<file path="src/include/trace_defines.svh">
// Trace buffer build constants and software register map
// Shared by the RTL and the testbench

`ifndef TRACE_DEFINES_SVH
`define TRACE_DEFINES_SVH

// Record buffer depth, must stay a power of two
`define TRACE_FIFO_DEPTH 8
`define TRACE_XLEN       32
`define TRACE_REG_AW     8

// AXI4-Lite register offsets
`define REG_CTRL      8'h00
`define REG_OPC_MASK  8'h04
`define REG_STATUS    8'h08
`define REG_DROPS     8'h0C
`define REG_POP_PC    8'h10
`define REG_POP_INSTR 8'h14
`define REG_POP_WB    8'h18
`define REG_POP       8'h1C

`endif

</file>
<file path="src/hw/trace_pkg.sv">
// Retire trace types
// Captured record layout and the two decode views of an instruction word

`include "trace_defines.svh"

package trace_pkg;

    // One retired instruction as stored in the trace buffer
    typedef struct packed {
        logic [`TRACE_XLEN-1:0] pc;
        logic [`TRACE_XLEN-1:0] instr;
        logic [4:0]             rd_addr;
        logic                   rd_we;
    } retire_rec_t;

    typedef struct packed {
        logic [6:0] funct7;
        logic [4:0] rs2;
        logic [4:0] rs1;
        logic [2:0] funct3;
        logic [4:0] rd;
        logic [6:0] opcode;
    } insn_r_t;

    typedef struct packed {
        logic [11:0] imm12;
        logic [4:0]  rs1;
        logic [2:0]  funct3;
        logic [4:0]  rd;
        logic [6:0]  opcode;
    } insn_i_t;

    // Same 32-bit word seen as R-type or I-type
    typedef union packed {
        insn_r_t r;
        insn_i_t i;
    } insn_u;

endpackage

</file>
<file path="src/hw/trace_stream_if.sv">
// Record stream from the trace filter into the trace FIFO
// Write when valid and not full, a record offered while full is lost

`timescale 1ns/1ps
`include "trace_defines.svh"

interface trace_stream_if
    import trace_pkg::*;
();

    logic                   valid;
    logic                   full;
    retire_rec_t            rec;
    logic [`TRACE_XLEN-1:0] wdata;   // Write-back data beside the record

    modport src (
        output valid, rec, wdata,
        input  full
    );

    modport snk (
        input  valid, rec, wdata,
        output full
    );

endinterface

</file>
<file path="src/hw/trace_filter.sv">
// Retire trace filter
// Registers retire events, applies opcode mask and ebreak stop, counts lost records

`timescale 1ns/1ps
`include "trace_defines.svh"

module trace_filter
    import trace_pkg::*;
(
    input  logic                   clk_i,
    input  logic                   arst_n_i,
    input  logic                   retire_valid_i,
    input  logic [`TRACE_XLEN-1:0] pc_i,
    input  logic [`TRACE_XLEN-1:0] instr_i,
    input  logic                   illegal_i,
    input  logic [4:0]             rd_addr_i,
    input  logic                   rd_we_i,
    input  logic [`TRACE_XLEN-1:0] rd_wdata_i,
    input  logic                   capture_en_i,
    input  logic                   stop_on_ebreak_i,
    input  logic [31:0]            opc_mask_i,
    input  logic                   clear_i,
    output logic                   halted_o,
    output logic [15:0]            drops_o,
    trace_stream_if.src            out
);

    localparam logic [6:0] OPC_SYSTEM = 7'b1110011;

    logic                   ret_valid_q;
    logic                   illegal_q;
    logic [`TRACE_XLEN-1:0] pc_q;
    insn_u                  insn_q;
    logic [4:0]             rd_addr_q;
    logic                   rd_we_q;
    logic [`TRACE_XLEN-1:0] rd_wdata_q;
    logic                   halted_q;
    logic [15:0]            drops_q;
    logic                   keep;
    logic                   is_ebreak;

    // First stage samples the core signals as presented
    always_ff @(posedge clk_i or negedge arst_n_i) begin
        if (!arst_n_i) begin
            ret_valid_q <= 1'b0;
        end else begin
            ret_valid_q <= retire_valid_i;
        end
    end

    always_ff @(posedge clk_i) begin
        pc_q       <= pc_i;
        insn_q     <= instr_i;
        illegal_q  <= illegal_i;
        rd_addr_q  <= rd_addr_i;
        rd_we_q    <= rd_we_i;
        rd_wdata_q <= rd_wdata_i;
    end

    // Mask is indexed by opcode[6:2]
    assign keep = ret_valid_q && capture_en_i && !halted_q && !illegal_q
                  && opc_mask_i[insn_q.r.opcode[6:2]];

    assign is_ebreak = (insn_q.i.opcode == OPC_SYSTEM) && (insn_q.i.funct3 == 3'b000)
                       && (insn_q.i.imm12 == 12'h001);

    always_ff @(posedge clk_i or negedge arst_n_i) begin
        if (!arst_n_i) begin
            out.valid <= 1'b0;
            halted_q  <= 1'b0;
            drops_q   <= '0;
        end else begin
            out.valid <= keep;
            if (clear_i) begin
                halted_q <= 1'b0;
            end else if (keep && stop_on_ebreak_i && is_ebreak) begin
                halted_q <= 1'b1;   // Ebreak itself still goes out
            end
            if (clear_i) begin
                drops_q <= '0;
            end else if (out.valid && out.full && (drops_q != '1)) begin
                drops_q <= drops_q + 16'd1;   // Saturating
            end
        end
    end

    always_ff @(posedge clk_i) begin
        if (keep) begin
            out.rec   <= '{pc: pc_q, instr: insn_q, rd_addr: rd_addr_q, rd_we: rd_we_q};
            out.wdata <= rd_wdata_q;
        end
    end

    assign halted_o = halted_q;
    assign drops_o  = drops_q;

    // Once halted nothing new leaves the filter until software clears it
    a_no_valid_halted: assert property (@(posedge clk_i) disable iff (!arst_n_i)
        (halted_q && !clear_i) |=> !out.valid);

endmodule

</file>
<file path="src/hw/trace_fifo.sv">
// Trace record FIFO
// Circular buffer with wrap-bit pointers, head is visible without popping

`timescale 1ns/1ps
`include "trace_defines.svh"

module trace_fifo
    import trace_pkg::*;
(
    input  logic                   clk_i,
    input  logic                   arst_n_i,
    trace_stream_if.snk            in,
    input  logic                   pop_i,
    output retire_rec_t            head_rec_o,
    output logic [`TRACE_XLEN-1:0] head_wdata_o,
    output logic [4:0]             level_o
);

    localparam int AW = $clog2(`TRACE_FIFO_DEPTH);

    retire_rec_t            rec_mem   [`TRACE_FIFO_DEPTH];
    logic [`TRACE_XLEN-1:0] wdata_mem [`TRACE_FIFO_DEPTH];
    logic [AW:0]            wptr_q;
    logic [AW:0]            rptr_q;
    logic                   empty;
    logic                   push;
    logic                   pop;

    // Same index, different wrap bit
    assign in.full = (wptr_q[AW] != rptr_q[AW]) && (wptr_q[AW-1:0] == rptr_q[AW-1:0]);
    assign empty   = (wptr_q == rptr_q);
    assign push    = in.valid && !in.full;
    assign pop     = pop_i && !empty;   // Pop on empty is ignored

    always_ff @(posedge clk_i or negedge arst_n_i) begin
        if (!arst_n_i) begin
            wptr_q <= '0;
            rptr_q <= '0;
        end else begin
            if (push) wptr_q <= wptr_q + 1'b1;
            if (pop)  rptr_q <= rptr_q + 1'b1;
        end
    end

    always_ff @(posedge clk_i) begin
        if (push) begin
            rec_mem[wptr_q[AW-1:0]]   <= in.rec;
            wdata_mem[wptr_q[AW-1:0]] <= in.wdata;
        end
    end

    assign head_rec_o   = rec_mem[rptr_q[AW-1:0]];
    assign head_wdata_o = wdata_mem[rptr_q[AW-1:0]];
    assign level_o      = 5'({wptr_q - rptr_q});

    a_level_max: assert property (@(posedge clk_i) disable iff (!arst_n_i)
        level_o <= 5'(`TRACE_FIFO_DEPTH));

    // Write side must not advance while the buffer is full
    a_no_push_full: assert property (@(posedge clk_i) disable iff (!arst_n_i)
        (level_o == 5'(`TRACE_FIFO_DEPTH)) |=> $stable(wptr_q));

endmodule

</file>
<file path="src/hw/trace_regs.sv">
// Trace register block
// AXI4-Lite slave for control, opcode mask, status and the FIFO read window

`timescale 1ns/1ps
`include "trace_defines.svh"

module trace_regs
    import trace_pkg::*;
(
    input  logic                     clk_i,
    input  logic                     arst_n_i,
    input  logic [`TRACE_REG_AW-1:0] awaddr_i,
    input  logic                     awvalid_i,
    output logic                     awready_o,
    input  logic [31:0]              wdata_i,
    input  logic [3:0]               wstrb_i,
    input  logic                     wvalid_i,
    output logic                     wready_o,
    output logic [1:0]               bresp_o,
    output logic                     bvalid_o,
    input  logic                     bready_i,
    input  logic [`TRACE_REG_AW-1:0] araddr_i,
    input  logic                     arvalid_i,
    output logic                     arready_o,
    output logic [31:0]              rdata_o,
    output logic [1:0]               rresp_o,
    output logic                     rvalid_o,
    input  logic                     rready_i,
    output logic                     capture_en_o,
    output logic                     stop_on_ebreak_o,
    output logic [31:0]              opc_mask_o,
    output logic                     clear_o,
    output logic                     pop_o,
    input  logic                     halted_i,
    input  logic [15:0]              drops_i,
    input  retire_rec_t              head_rec_i,
    input  logic [`TRACE_XLEN-1:0]   head_wdata_i,
    input  logic [4:0]               level_i
);

    logic        wr_hs;
    logic        rd_hs;
    logic        bvalid_q;
    logic        rvalid_q;
    logic [31:0] rdata_q;
    logic [1:0]  ctrl_q;     // [0] capture enable, [1] stop on ebreak
    logic [31:0] mask_q;
    logic        fifo_empty;
    logic [31:0] rd_mux;

    // Address and data are taken together, only with no response pending
    assign wr_hs     = awvalid_i && wvalid_i && !bvalid_q;
    assign awready_o = wr_hs;
    assign wready_o  = wr_hs;
    assign bvalid_o  = bvalid_q;
    assign bresp_o   = 2'b00;

    assign arready_o = !rvalid_q;
    assign rd_hs     = arvalid_i && !rvalid_q;
    assign rvalid_o  = rvalid_q;
    assign rdata_o   = rdata_q;
    assign rresp_o   = 2'b00;

    assign capture_en_o     = ctrl_q[0];
    assign stop_on_ebreak_o = ctrl_q[1];
    assign opc_mask_o       = mask_q;

    // Side-effect strobes act on the write handshake edge
    assign clear_o    = wr_hs && (awaddr_i == `REG_STATUS);
    assign pop_o      = wr_hs && (awaddr_i == `REG_POP);
    assign fifo_empty = (level_i == 5'd0);

    always_ff @(posedge clk_i or negedge arst_n_i) begin
        if (!arst_n_i) begin
            ctrl_q <= '0;
            mask_q <= '1;    // All opcode groups traced by default
        end else if (wr_hs) begin
            case (awaddr_i)
                `REG_CTRL: begin
                    if (wstrb_i[0]) ctrl_q <= wdata_i[1:0];
                end
                `REG_OPC_MASK: begin
                    for (int b = 0; b < 4; b++) begin
                        if (wstrb_i[b]) mask_q[8*b +: 8] <= wdata_i[8*b +: 8];
                    end
                end
                default: ;   // Unknown offsets accepted and ignored
            endcase
        end
    end

    always_ff @(posedge clk_i or negedge arst_n_i) begin
        if (!arst_n_i) begin
            bvalid_q <= 1'b0;
            rvalid_q <= 1'b0;
        end else begin
            if (wr_hs) begin
                bvalid_q <= 1'b1;
            end else if (bready_i) begin
                bvalid_q <= 1'b0;
            end
            if (rd_hs) begin
                rvalid_q <= 1'b1;
            end else if (rready_i) begin
                rvalid_q <= 1'b0;
            end
        end
    end

    // Pop window reads zero when the FIFO is empty
    always_comb begin
        case (araddr_i)
            `REG_CTRL:      rd_mux = {30'b0, ctrl_q};
            `REG_OPC_MASK:  rd_mux = mask_q;
            `REG_STATUS:    rd_mux = {22'b0, (drops_i != 16'd0), halted_i, 3'b0, level_i};
            `REG_DROPS:     rd_mux = {16'b0, drops_i};
            `REG_POP_PC:    rd_mux = fifo_empty ? 32'b0 : head_rec_i.pc;
            `REG_POP_INSTR: rd_mux = fifo_empty ? 32'b0 : head_rec_i.instr;
            `REG_POP_WB:    rd_mux = fifo_empty ? 32'b0 : head_wdata_i;
            `REG_POP: begin
                // Head destination register and write enable
                rd_mux = fifo_empty ? 32'b0 : {26'b0, head_rec_i.rd_we, head_rec_i.rd_addr};
            end
            default:        rd_mux = 32'b0;
        endcase
    end

    always_ff @(posedge clk_i) begin
        if (rd_hs) rdata_q <= rd_mux;
    end

    a_bvalid_hold: assert property (@(posedge clk_i) disable iff (!arst_n_i)
        (bvalid_q && !bready_i) |=> bvalid_q);

    a_rvalid_hold: assert property (@(posedge clk_i) disable iff (!arst_n_i)
        (rvalid_q && !rready_i) |=> (rvalid_q && $stable(rdata_q)));

endmodule

</file>
<file path="src/hw/core_trace_wrapper.sv">
// Core trace wrapper
// Retire observation in, filtered records buffered and read over AXI4-Lite

`timescale 1ns/1ps
`include "trace_defines.svh"

module core_trace_wrapper
    import trace_pkg::*;
(
    input  logic                     clk_i,
    input  logic                     arst_n_i,
    // Core retire observation
    input  logic                     retire_valid_i,
    input  logic [`TRACE_XLEN-1:0]   pc_i,
    input  logic [`TRACE_XLEN-1:0]   instr_i,
    input  logic                     illegal_i,
    input  logic [4:0]               rd_addr_i,
    input  logic                     rd_we_i,
    input  logic [`TRACE_XLEN-1:0]   rd_wdata_i,
    // AXI4-Lite slave
    input  logic [`TRACE_REG_AW-1:0] awaddr_i,
    input  logic                     awvalid_i,
    output logic                     awready_o,
    input  logic [31:0]              wdata_i,
    input  logic [3:0]               wstrb_i,
    input  logic                     wvalid_i,
    output logic                     wready_o,
    output logic [1:0]               bresp_o,
    output logic                     bvalid_o,
    input  logic                     bready_i,
    input  logic [`TRACE_REG_AW-1:0] araddr_i,
    input  logic                     arvalid_i,
    output logic                     arready_o,
    output logic [31:0]              rdata_o,
    output logic [1:0]               rresp_o,
    output logic                     rvalid_o,
    input  logic                     rready_i
);

    logic                   capture_en;
    logic                   stop_on_ebreak;
    logic [31:0]            opc_mask;
    logic                   clear;
    logic                   pop;
    logic                   halted;
    logic [15:0]            drops;
    retire_rec_t            head_rec;
    logic [`TRACE_XLEN-1:0] head_wdata;
    logic [4:0]             level;

    trace_stream_if stream_if ();

    trace_filter filter_i (
        .clk_i            (clk_i),
        .arst_n_i         (arst_n_i),
        .retire_valid_i   (retire_valid_i),
        .pc_i             (pc_i),
        .instr_i          (instr_i),
        .illegal_i        (illegal_i),
        .rd_addr_i        (rd_addr_i),
        .rd_we_i          (rd_we_i),
        .rd_wdata_i       (rd_wdata_i),
        .capture_en_i     (capture_en),
        .stop_on_ebreak_i (stop_on_ebreak),
        .opc_mask_i       (opc_mask),
        .clear_i          (clear),
        .halted_o         (halted),
        .drops_o          (drops),
        .out              (stream_if.src)
    );

    trace_fifo fifo_i (
        .clk_i        (clk_i),
        .arst_n_i     (arst_n_i),
        .in           (stream_if.snk),
        .pop_i        (pop),
        .head_rec_o   (head_rec),
        .head_wdata_o (head_wdata),
        .level_o      (level)
    );

    trace_regs regs_i (
        .clk_i            (clk_i),
        .arst_n_i         (arst_n_i),
        .awaddr_i         (awaddr_i),
        .awvalid_i        (awvalid_i),
        .awready_o        (awready_o),
        .wdata_i          (wdata_i),
        .wstrb_i          (wstrb_i),
        .wvalid_i         (wvalid_i),
        .wready_o         (wready_o),
        .bresp_o          (bresp_o),
        .bvalid_o         (bvalid_o),
        .bready_i         (bready_i),
        .araddr_i         (araddr_i),
        .arvalid_i        (arvalid_i),
        .arready_o        (arready_o),
        .rdata_o          (rdata_o),
        .rresp_o          (rresp_o),
        .rvalid_o         (rvalid_o),
        .rready_i         (rready_i),
        .capture_en_o     (capture_en),
        .stop_on_ebreak_o (stop_on_ebreak),
        .opc_mask_o       (opc_mask),
        .clear_o          (clear),
        .pop_o            (pop),
        .halted_i         (halted),
        .drops_i          (drops),
        .head_rec_i       (head_rec),
        .head_wdata_i     (head_wdata),
        .level_i          (level)
    );

endmodule

</file>
<file path="config.mk">
export PLATFORM = sky130hd
export DESIGN_NAME = core_trace_wrapper
export DESIGN_NICKNAME = d
export VERILOG_FILES = /design/src/hw/trace_pkg.sv /design/src/hw/trace_stream_if.sv /design/src/hw/trace_filter.sv /design/src/hw/trace_fifo.sv /design/src/hw/trace_regs.sv /design/src/hw/core_trace_wrapper.sv
export VERILOG_INCLUDE_DIRS = /design/src /design/src/include
export SDC_FILE = /design/constraint.sdc
export NUM_CORES = 1
export LEC_CHECK = 0
export ABC_AREA = 1
export ABC_CLOCK_PERIOD_IN_PS = 7600
export BUFFER_PORTS_ARGS = -buffer_cell sky130_fd_sc_hd__buf_2
export CAP_MARGIN = 20
export CORE_MARGIN = 1.5
export CORE_UTILIZATION = 42
export CTS_CLUSTER_SIZE = 20
export DETAILED_ROUTE_END_ITERATION = 10
export GPL_TIMING_DRIVEN = 0
export PLACE_DENSITY = 0.57
export SYNTH_ARGS = -nofsm -noshare
export SYNTH_HDL_FRONTEND = slang
export SYNTH_SLANG_ARGS = --single-unit
</file>
<file path="constraint.sdc">
create_clock -name clk_i -period 7.6 [get_ports clk_i]
set_clock_uncertainty 0.05 [all_clocks]
set_input_delay 0.38 -clock clk_i [delete_from_list [all_inputs] [get_ports clk_i]]
set_output_delay 0.38 -clock clk_i [all_outputs]
set_load 0.01 [all_outputs]
</file>
## Yosys cells after proc, flatten, opt, wreduce, memory -nomap -nowiden

Memories as Yosys holds them, arrays and structs flattened.
Index checks and enable logic that the tools add are counted.

- Flip-flop bits (word level): 300
- RAM bits: 816
- Bits of input ports: 163
- Output and inout port bits: 41
- Word-level logic and storage cells: 103
- Memories: 2

- Add/subtract/negate cells: 4
- Magnitude comparators: 1
- Equal/unequal tests: 16
- Multiplexer cells: 17
- Reductions and logical operators: 38

Memories:

| memory | depth | bits a word | read ports | clocked after memory_dff | write ports | line | source |
|---|---|---|---|---|---|---|---|
| fifo_i.rec_mem | 8 | 70 | 1 | 0 | 1 | trace_fifo.sv:21 | `` retire_rec_t rec_mem [`TRACE_FIFO_DEPTH]; `` |
| fifo_i.wdata_mem | 8 | 32 | 1 | 0 | 1 | trace_fifo.sv:22 | `` logic [`TRACE_XLEN-1:0] wdata_mem [`TRACE_FIFO_DEPTH]; `` |

Operators with widths:

| cell | number |
|---|---|
| $pmux 32 s8 | 1 |
| $mux 32 | 3 |
| $eq 8x5->1 const B | 5 |
| $mux 16 | 2 |
| $eq 8x4->1 const B | 3 |
| $logic_and 1x1->1 | 18 |
| $add 16x1->16 const B | 1 |
| $eq 8x3->1 const B | 2 |
| $logic_not 8->1 | 2 |
| $ne 16x16->1 const B | 1 |
| $reduce_bool 16->1 | 1 |
| $reduce_and 3->1 | 5 |
| $eq 12x1->1 const B | 1 |
| $mux 1 | 9 |
| $add 4x1->4 const B | 2 |
| $reduce_bool 2->1 | 4 |
| $eq 7x7->1 const B | 1 |
| $logic_not 1->1 | 6 |
| $lt 5x6->1 const B | 1 |
| $mux 6 | 1 |
| $bmux 1 s5 | 1 |
| $logic_not 5->1 | 1 |
| $eq 4x4->1 | 1 |
| $sub 4x4->4 | 1 |
| other kinds (3) | 3 |

## Depth between registers and ports, before layout

- Depth in word-level cells: 8
- Mapped depth: 13
- Mapped depth without buffers: 10

## By module

From an unflattened synthesis, not the netlist that was laid out.

- Cell total of the unflattened synthesis: 4,682
- Area, all modules: 47,041.4 µm²

Modules (own cells, without submodules):

| module | times used | cells an instance | area an instance (µm²) | seq. area each (µm²) |
|---|---|---|---|---|
| trace_fifo | 1 | 3,623 | 35,987.0 | 24,703.7 |
| trace_filter | 1 | 434 | 6,608.8 | 5,600.4 |
| trace_regs | 1 | 625 | 4,445.5 | 1,901.8 |

## Worst setup path after synthesis

OpenSTA, ideal clock, no wires.

- Path type: register to register
- Start point: register fifo_i.rptr_q[2]
- End point: memory fifo_i.rec_mem[7][0] (netlist name), enable pin
- Library setup time: 0.566 ns
- Arrival time: 6.008 ns
- Data required time: 6.984 ns
- Setup slack: 0.975 ns
- Stages on the path, launching flop included: 13
- Path buffers: 3
- Period minus slack after synthesis: 6.625 ns
- Cells stage by stage: dfrtp_1 > clkbuf_1 > inv_2 > buf_4 > clkbuf_1 > ha_1 > nand2_1 > nor2_1 > nand2_1 > nand2_1 > inv_1 > nand2_1 > nor2_1

- Longest elaborated chain between the ends: 6

RTL lines:

| what | line | source |
|---|---|---|
| start, declared | trace_fifo.sv:24 | `logic [AW:0] rptr_q;` |
| start signal, assigned | trace_fifo.sv:41 | `if (pop) rptr_q <= rptr_q + 1'b1;` |
| $eq 3x3->1 | trace_fifo.sv:30 | `assign in.full = (wptr_q[AW] != rptr_q[AW]) && (wptr_q[AW-1:0] == rptr_q[AW-1:0]);` |
| $logic_and 1x1->1 | trace_fifo.sv:30 |  |
| $logic_not 1->1 | trace_fifo.sv:32 | `assign push = in.valid && !in.full;` |
| $logic_and 1x1->1 | trace_fifo.sv:32 |  |
| $mux 1 | trace_fifo.sv:46 | `if (push) begin` |
| $mux 1 (not written as such) | trace_fifo.sv:47 | `rec_mem[wptr_q[AW-1:0]] <= in.rec;` |
| end, declared | trace_fifo.sv:21 |  |

No other way between the ends.

## Final worst setup path

- Start point: register fifo_i.rptr_q[2]
- End point: memory fifo_i.wdata_mem[4][23] (netlist name), enable pin

- Longest elaborated chain between the ends: 6

RTL lines:

| what | line | source |
|---|---|---|
| $eq 3x3->1 | trace_fifo.sv:30 |  |
| $logic_and 1x1->1 | trace_fifo.sv:30 |  |
| $logic_not 1->1 | trace_fifo.sv:32 |  |
| $logic_and 1x1->1 | trace_fifo.sv:32 |  |
| $mux 1 | trace_fifo.sv:46 |  |
| $mux 1 (not written as such) | trace_fifo.sv:48 | `wdata_mem[wptr_q[AW-1:0]] <= in.wdata;` |
| end, declared | trace_fifo.sv:22 |  |

No other way between the ends.

==> summary.md <==
| Metric | Value |
|---|---|
| Arrival time at the worst endpoint | 5150 ps |
| First-pass GRT wire length | between 150,000 and 200,000 um |
| Initial DRC count | around 3.7k |
| CTS root buffer | clkbuf_16 |
| CTS buffer count | 113 |
| Vias per inst | 5.681 |
| Hold path startpoint | wstrb_i[0] |
| Post-cts sizing count | 0 |
| Clk slew on worst S/H paths | ~70 ps |
| Hold Path Class | input pin to flop |
| Final hold violation count | 0 |
| Synth top area share | between 60 and 70% |
| Post-DR wirelength/cell | around 27 um |
| Skew-Pair Late Insertion Delay | roughly 700 ps |
| Largest net degree at the start of global routing | 64 |
| Cells after DPL | 4,597 |
| CP Max Fanout | 21 |
| Crit-path slowest cell | nor2_4 |
| # clock sinks | between 1k and 1.5k |
| Area taken by multi-input logic gates | between 0.008 and 0.009 mm2 |
| H-tree levels | 3 |
| Post-layout util | 51.42% |
| Outcome | finished clean |
| Site row count | approximately 120 |
| Global route total overflow | 0 |
| WHS | approximately 62 ps |
| Die Height | ~320 um |
| Achievable Freq | slightly above 200 MHz |
| Max VDD drop | around 0.19 mV |
| Post-Syn Area | approximately 0.042 mm2 |
| Die W | around 320 um |
| Worst Path Required | about 8000 ps |
| Setup Crit Path Kind | flop to flop |
| Reg area | roughly 0.032 mm2 |
| P per Cell Area | around 250 mW/mm2 |
| Vias in the first global route | 26.83k |
| WP buf/inv | 9 |
| Sw Ratio | between 20% and 30% |
| Yosys warning count | 0 |
| EDFF count, synth | 950 |
| Starting Density | about 43% |
| Max Transition Viols Final | 0 |
| Comb pwr share | between 3 and 4% |
| Critical Path Most Common Cell | nand2_1 |
| Biggest area consumer among synthesized cells | edfxtp_1 |
| Initial antenna violation count | 4 |
| Post-layout instance area | approximately 0.051 mm2 |
| P_leak | 0.01771 uW |
| Main area contributors after synthesis | edfxtp_1 (68%), dfxtp_1 (4.9%), o21ai_0 (4.4%), nor2_1 (3.9%), o221ai_1 (2.5%) |
| Reg power frac | between 50% and 60% |
| RSZ-0062 raised after global routing | no |
| HPWL after DPL | ~89,000 um |
| Core area | slightly below 0.1 mm2 |
| CP startpoint | fifo_i.rptr_q[2] |
| Layout area overhead | 20.83% |
| Placer's final routability congestion estimate | approximately 0.90 |
| Final setup vio count | 0 |
| Worst-margin pin slew | 1115 ps |
| Register area share after synthesis | between 70 and 80% |
| Rel. slew slack | 25.37% |
| Number of placed I/O pins | between 200 and 250 |
| Post-synth ARST share | 5.645% |
| CP endpoint kind | flop |
| Finished Layout Cells | between 4k and 5k |
| DR vias | 28.14k |
| Clock Tree Buf Depth | 3 |
| IO Port Bufs | between 150 and 200 |
| Worst stage delay on the critical path | 760 ps |
| Fill cells | approximately 8.3k |
| CTS tree | built |
| Cells after synthesis | roughly 3k |
| Post-route minimum period | about 4800 ps |
| Net Switching | around 2700 uW |
| Worst Setup Start Kind | flop |
| Syn_area_per_cell | approximately 14 um2 |
| CP top delay family | buffers and inverters |
| Drt drc | 0 |
| Final Cycle Share | a little over three fifths |
| Cells along the critical path | clkbuf_1, inv_2, buf_4, clkbuf_1, ha_1, nand2_1, nor2_1, nand2_1, nand2_1, inv_1, nand2_1, nor2_4, buf_12, buf_12, buf_12, buf_16 |
| DRT Pass-1 Iters | 7 |
| Final ANT Viol Nets | 0 |
| Placed Area | 0.04556 mm2 |
| R2R Setup Slk | between 2000 and 3000 ps |
| Worst reg2reg startpoint | fifo_i.rptr_q[2] |
| Final Routed Wirelength | 132,800 um |
| Total negative setup slack | 0 ps |
| GRT Resource Usage Total | 25.70% |
| Seq cells post-synth | around 1.1k |
| Die ar. | roughly 0.10 mm2 |
| Yosys cell types | between 40 and 50 |
| Max-cap violation count | 0 |
| Fin nets | between 3k and 4k |
| Ys flop type | edfxtp_1 |
| Layout cells sized above 1 | around 17% |
| Clock share of power | roughly 44% |
| Internal power | between 10,000 and 15,000 uW |
-- cell usage in the layout, fill, tap and decap left out, drive strengths merged, types with 2 or more instances in the layout --
master and count:
a21oi 32, a221oi 2, buf 355, bufinv 9, clkbuf 222, clkinv 45, clkinvlp 6, conb 4
dfrtp 31, dfstp 32, dfxtp 103, diode 3, dlygate4sd3 141, edfxtp 950, ha 7, inv 91
mux2 13, nand2 275, nand3 193, nand3b 2, nand4 47, nor2 445, nor3 25, nor4 6
o211ai 51, o21ai 408, o21bai 16, o221ai 122, o22ai 14, or2 2, xor2 9
-- power by group through the flow --
stage,logic [uW],clock network [uW],registers (uW)
after floorplan,204,0,6760
after global placement,417,0,6770
after detailed placement,421,0,6770
after CTS,479,5700,6640
after global routing,518,5930,6640
final,486,5640,6640
-- worst min-delay path, cell delays in order --
cell and delay [ps]:
buf_2 110, nand3_2 200, o21ai_0 110
-- path summary, 6_finish.rpt --
path | endpoint | depth (start not counted)
worst min register to register | filter_i.out.wdata[3] | 0
max in group asynchronous | fifo_i.rptr_q[3] | 2
worst max register to register | fifo_i.wdata_mem[4][23] | 16
worst min-delay path | regs_i.opc_mask_o[1] | 3
worst max-delay path | fifo_i.wdata_mem[4][23] | 16
min in group asynchronous | filter_i.drops_o[14] | 2
-- through the flow --
| stage | total power, uW | setup WS [ps] |
|---|---|---|
| 6_report | 12770 | 2792 |
| 5_1_grt | 13090 | 2635 |
| 4_1_cts | 12820 | 2772 |
| 3_5_place_dp | 7191 | 2783 |
| 3_3_place_gp | 7187 | -4951 |
| 2_1_floorplan | 6962 | 975.5 |
-- registers in the layout (all words and copies together), names as in the netlist, 2 cells and up --
| name | count |
|---|---|
| filter_i.rd_addr_q | 5 |
| regs_i.rdata_o | 32 |
| regs_i.opc_mask_o | 32 |
| filter_i.out.wdata | 32 |
| filter_i.out.rec | 70 |
| filter_i.insn_q | 32 |
| fifo_i.rptr_q | 4 |
| fifo_i.wdata_mem | 256 |
| filter_i.drops_o | 16 |
| filter_i.pc_q | 32 |
| regs_i.ctrl_q | 2 |
| filter_i.rd_wdata_q | 32 |
| fifo_i.wptr_q | 4 |
| fifo_i.rec_mem | 560 |
-- cell usage after synthesis (2+ instances only) --
cell type	n
mux2_4	2
buf_6	7
o211ai_1	51
nor2_2	5
o221ai_1	122
nand3_2	3
buf_2	89
nor3_4	3
nand2_2	4
dfxtp_1	103
a221oi_1	2
inv_2	6
a21oi_1	32
o21ai_1	40
o21ai_0	367
nor2_1	440
xor2_1	8
nor3_2	2
dfrtp_1	31
nand3_1	190
nor4_1	4
inv_1	80
nor3_1	20
clkbuf_1	73
mux2_2	11
nand2_1	271
buf_4	20
edfxtp_1	950
o22ai_1	14
o21bai_1	16
nand4_1	47
dfstp_2	32
ha_1	7
nand3b_1	2
-- logic make-up (layout without fill, tap and decap cells) --
| kind of cell | Yosys count | count (layout) | share of synthesized area (%) |
|---|---|---|---|
| flops | 1116 | 1116 | 76.66 |
| simple gates | 996 | 996 | 10.14 |
| compound gates | 648 | 648 | 9.293 |
| buf+inv | 276 | 869 | 3.041 |
| mux | 13 | 13 | 0.3663 |
| xor+xnor | 10 | 10 | 0.2264 |
| fa+ha+maj | 8 | 8 | 0.2561 |
| other cells | 1 | 7 | 0.008927 |
-- final cells by class --
type	instances	share of cell area (%)
diodes	3	0.01479
plain buffers	189	1.868
clock buffers	149	6.325
clock inverters	64	1.127
inverters	87	0.6483
multi-input cells	1679	16.95
flip-flops and latches	1116	63.45
well taps	1287	3.172
repair buffers	380	6.448
-- routing by layer --
layer / GRT usage, % / vias up / share of wire, %
met5: 0 / - / 0
met4: 9.429 / 0 / 3.5
met3: 4.756 / 227 / 9.9
met2: 40.43 / 1571 / 46
met1: 35.66 / 13971 / 41
li1: - / 12375 / -
-- timing repair --
action | in CTS | in global routing
buffers inserted | 0 | 0
hold endpoints to repair | 171 | 0
hold buffers | 141 | 0
Note: power is estimated with default switching activity, not from simulation.
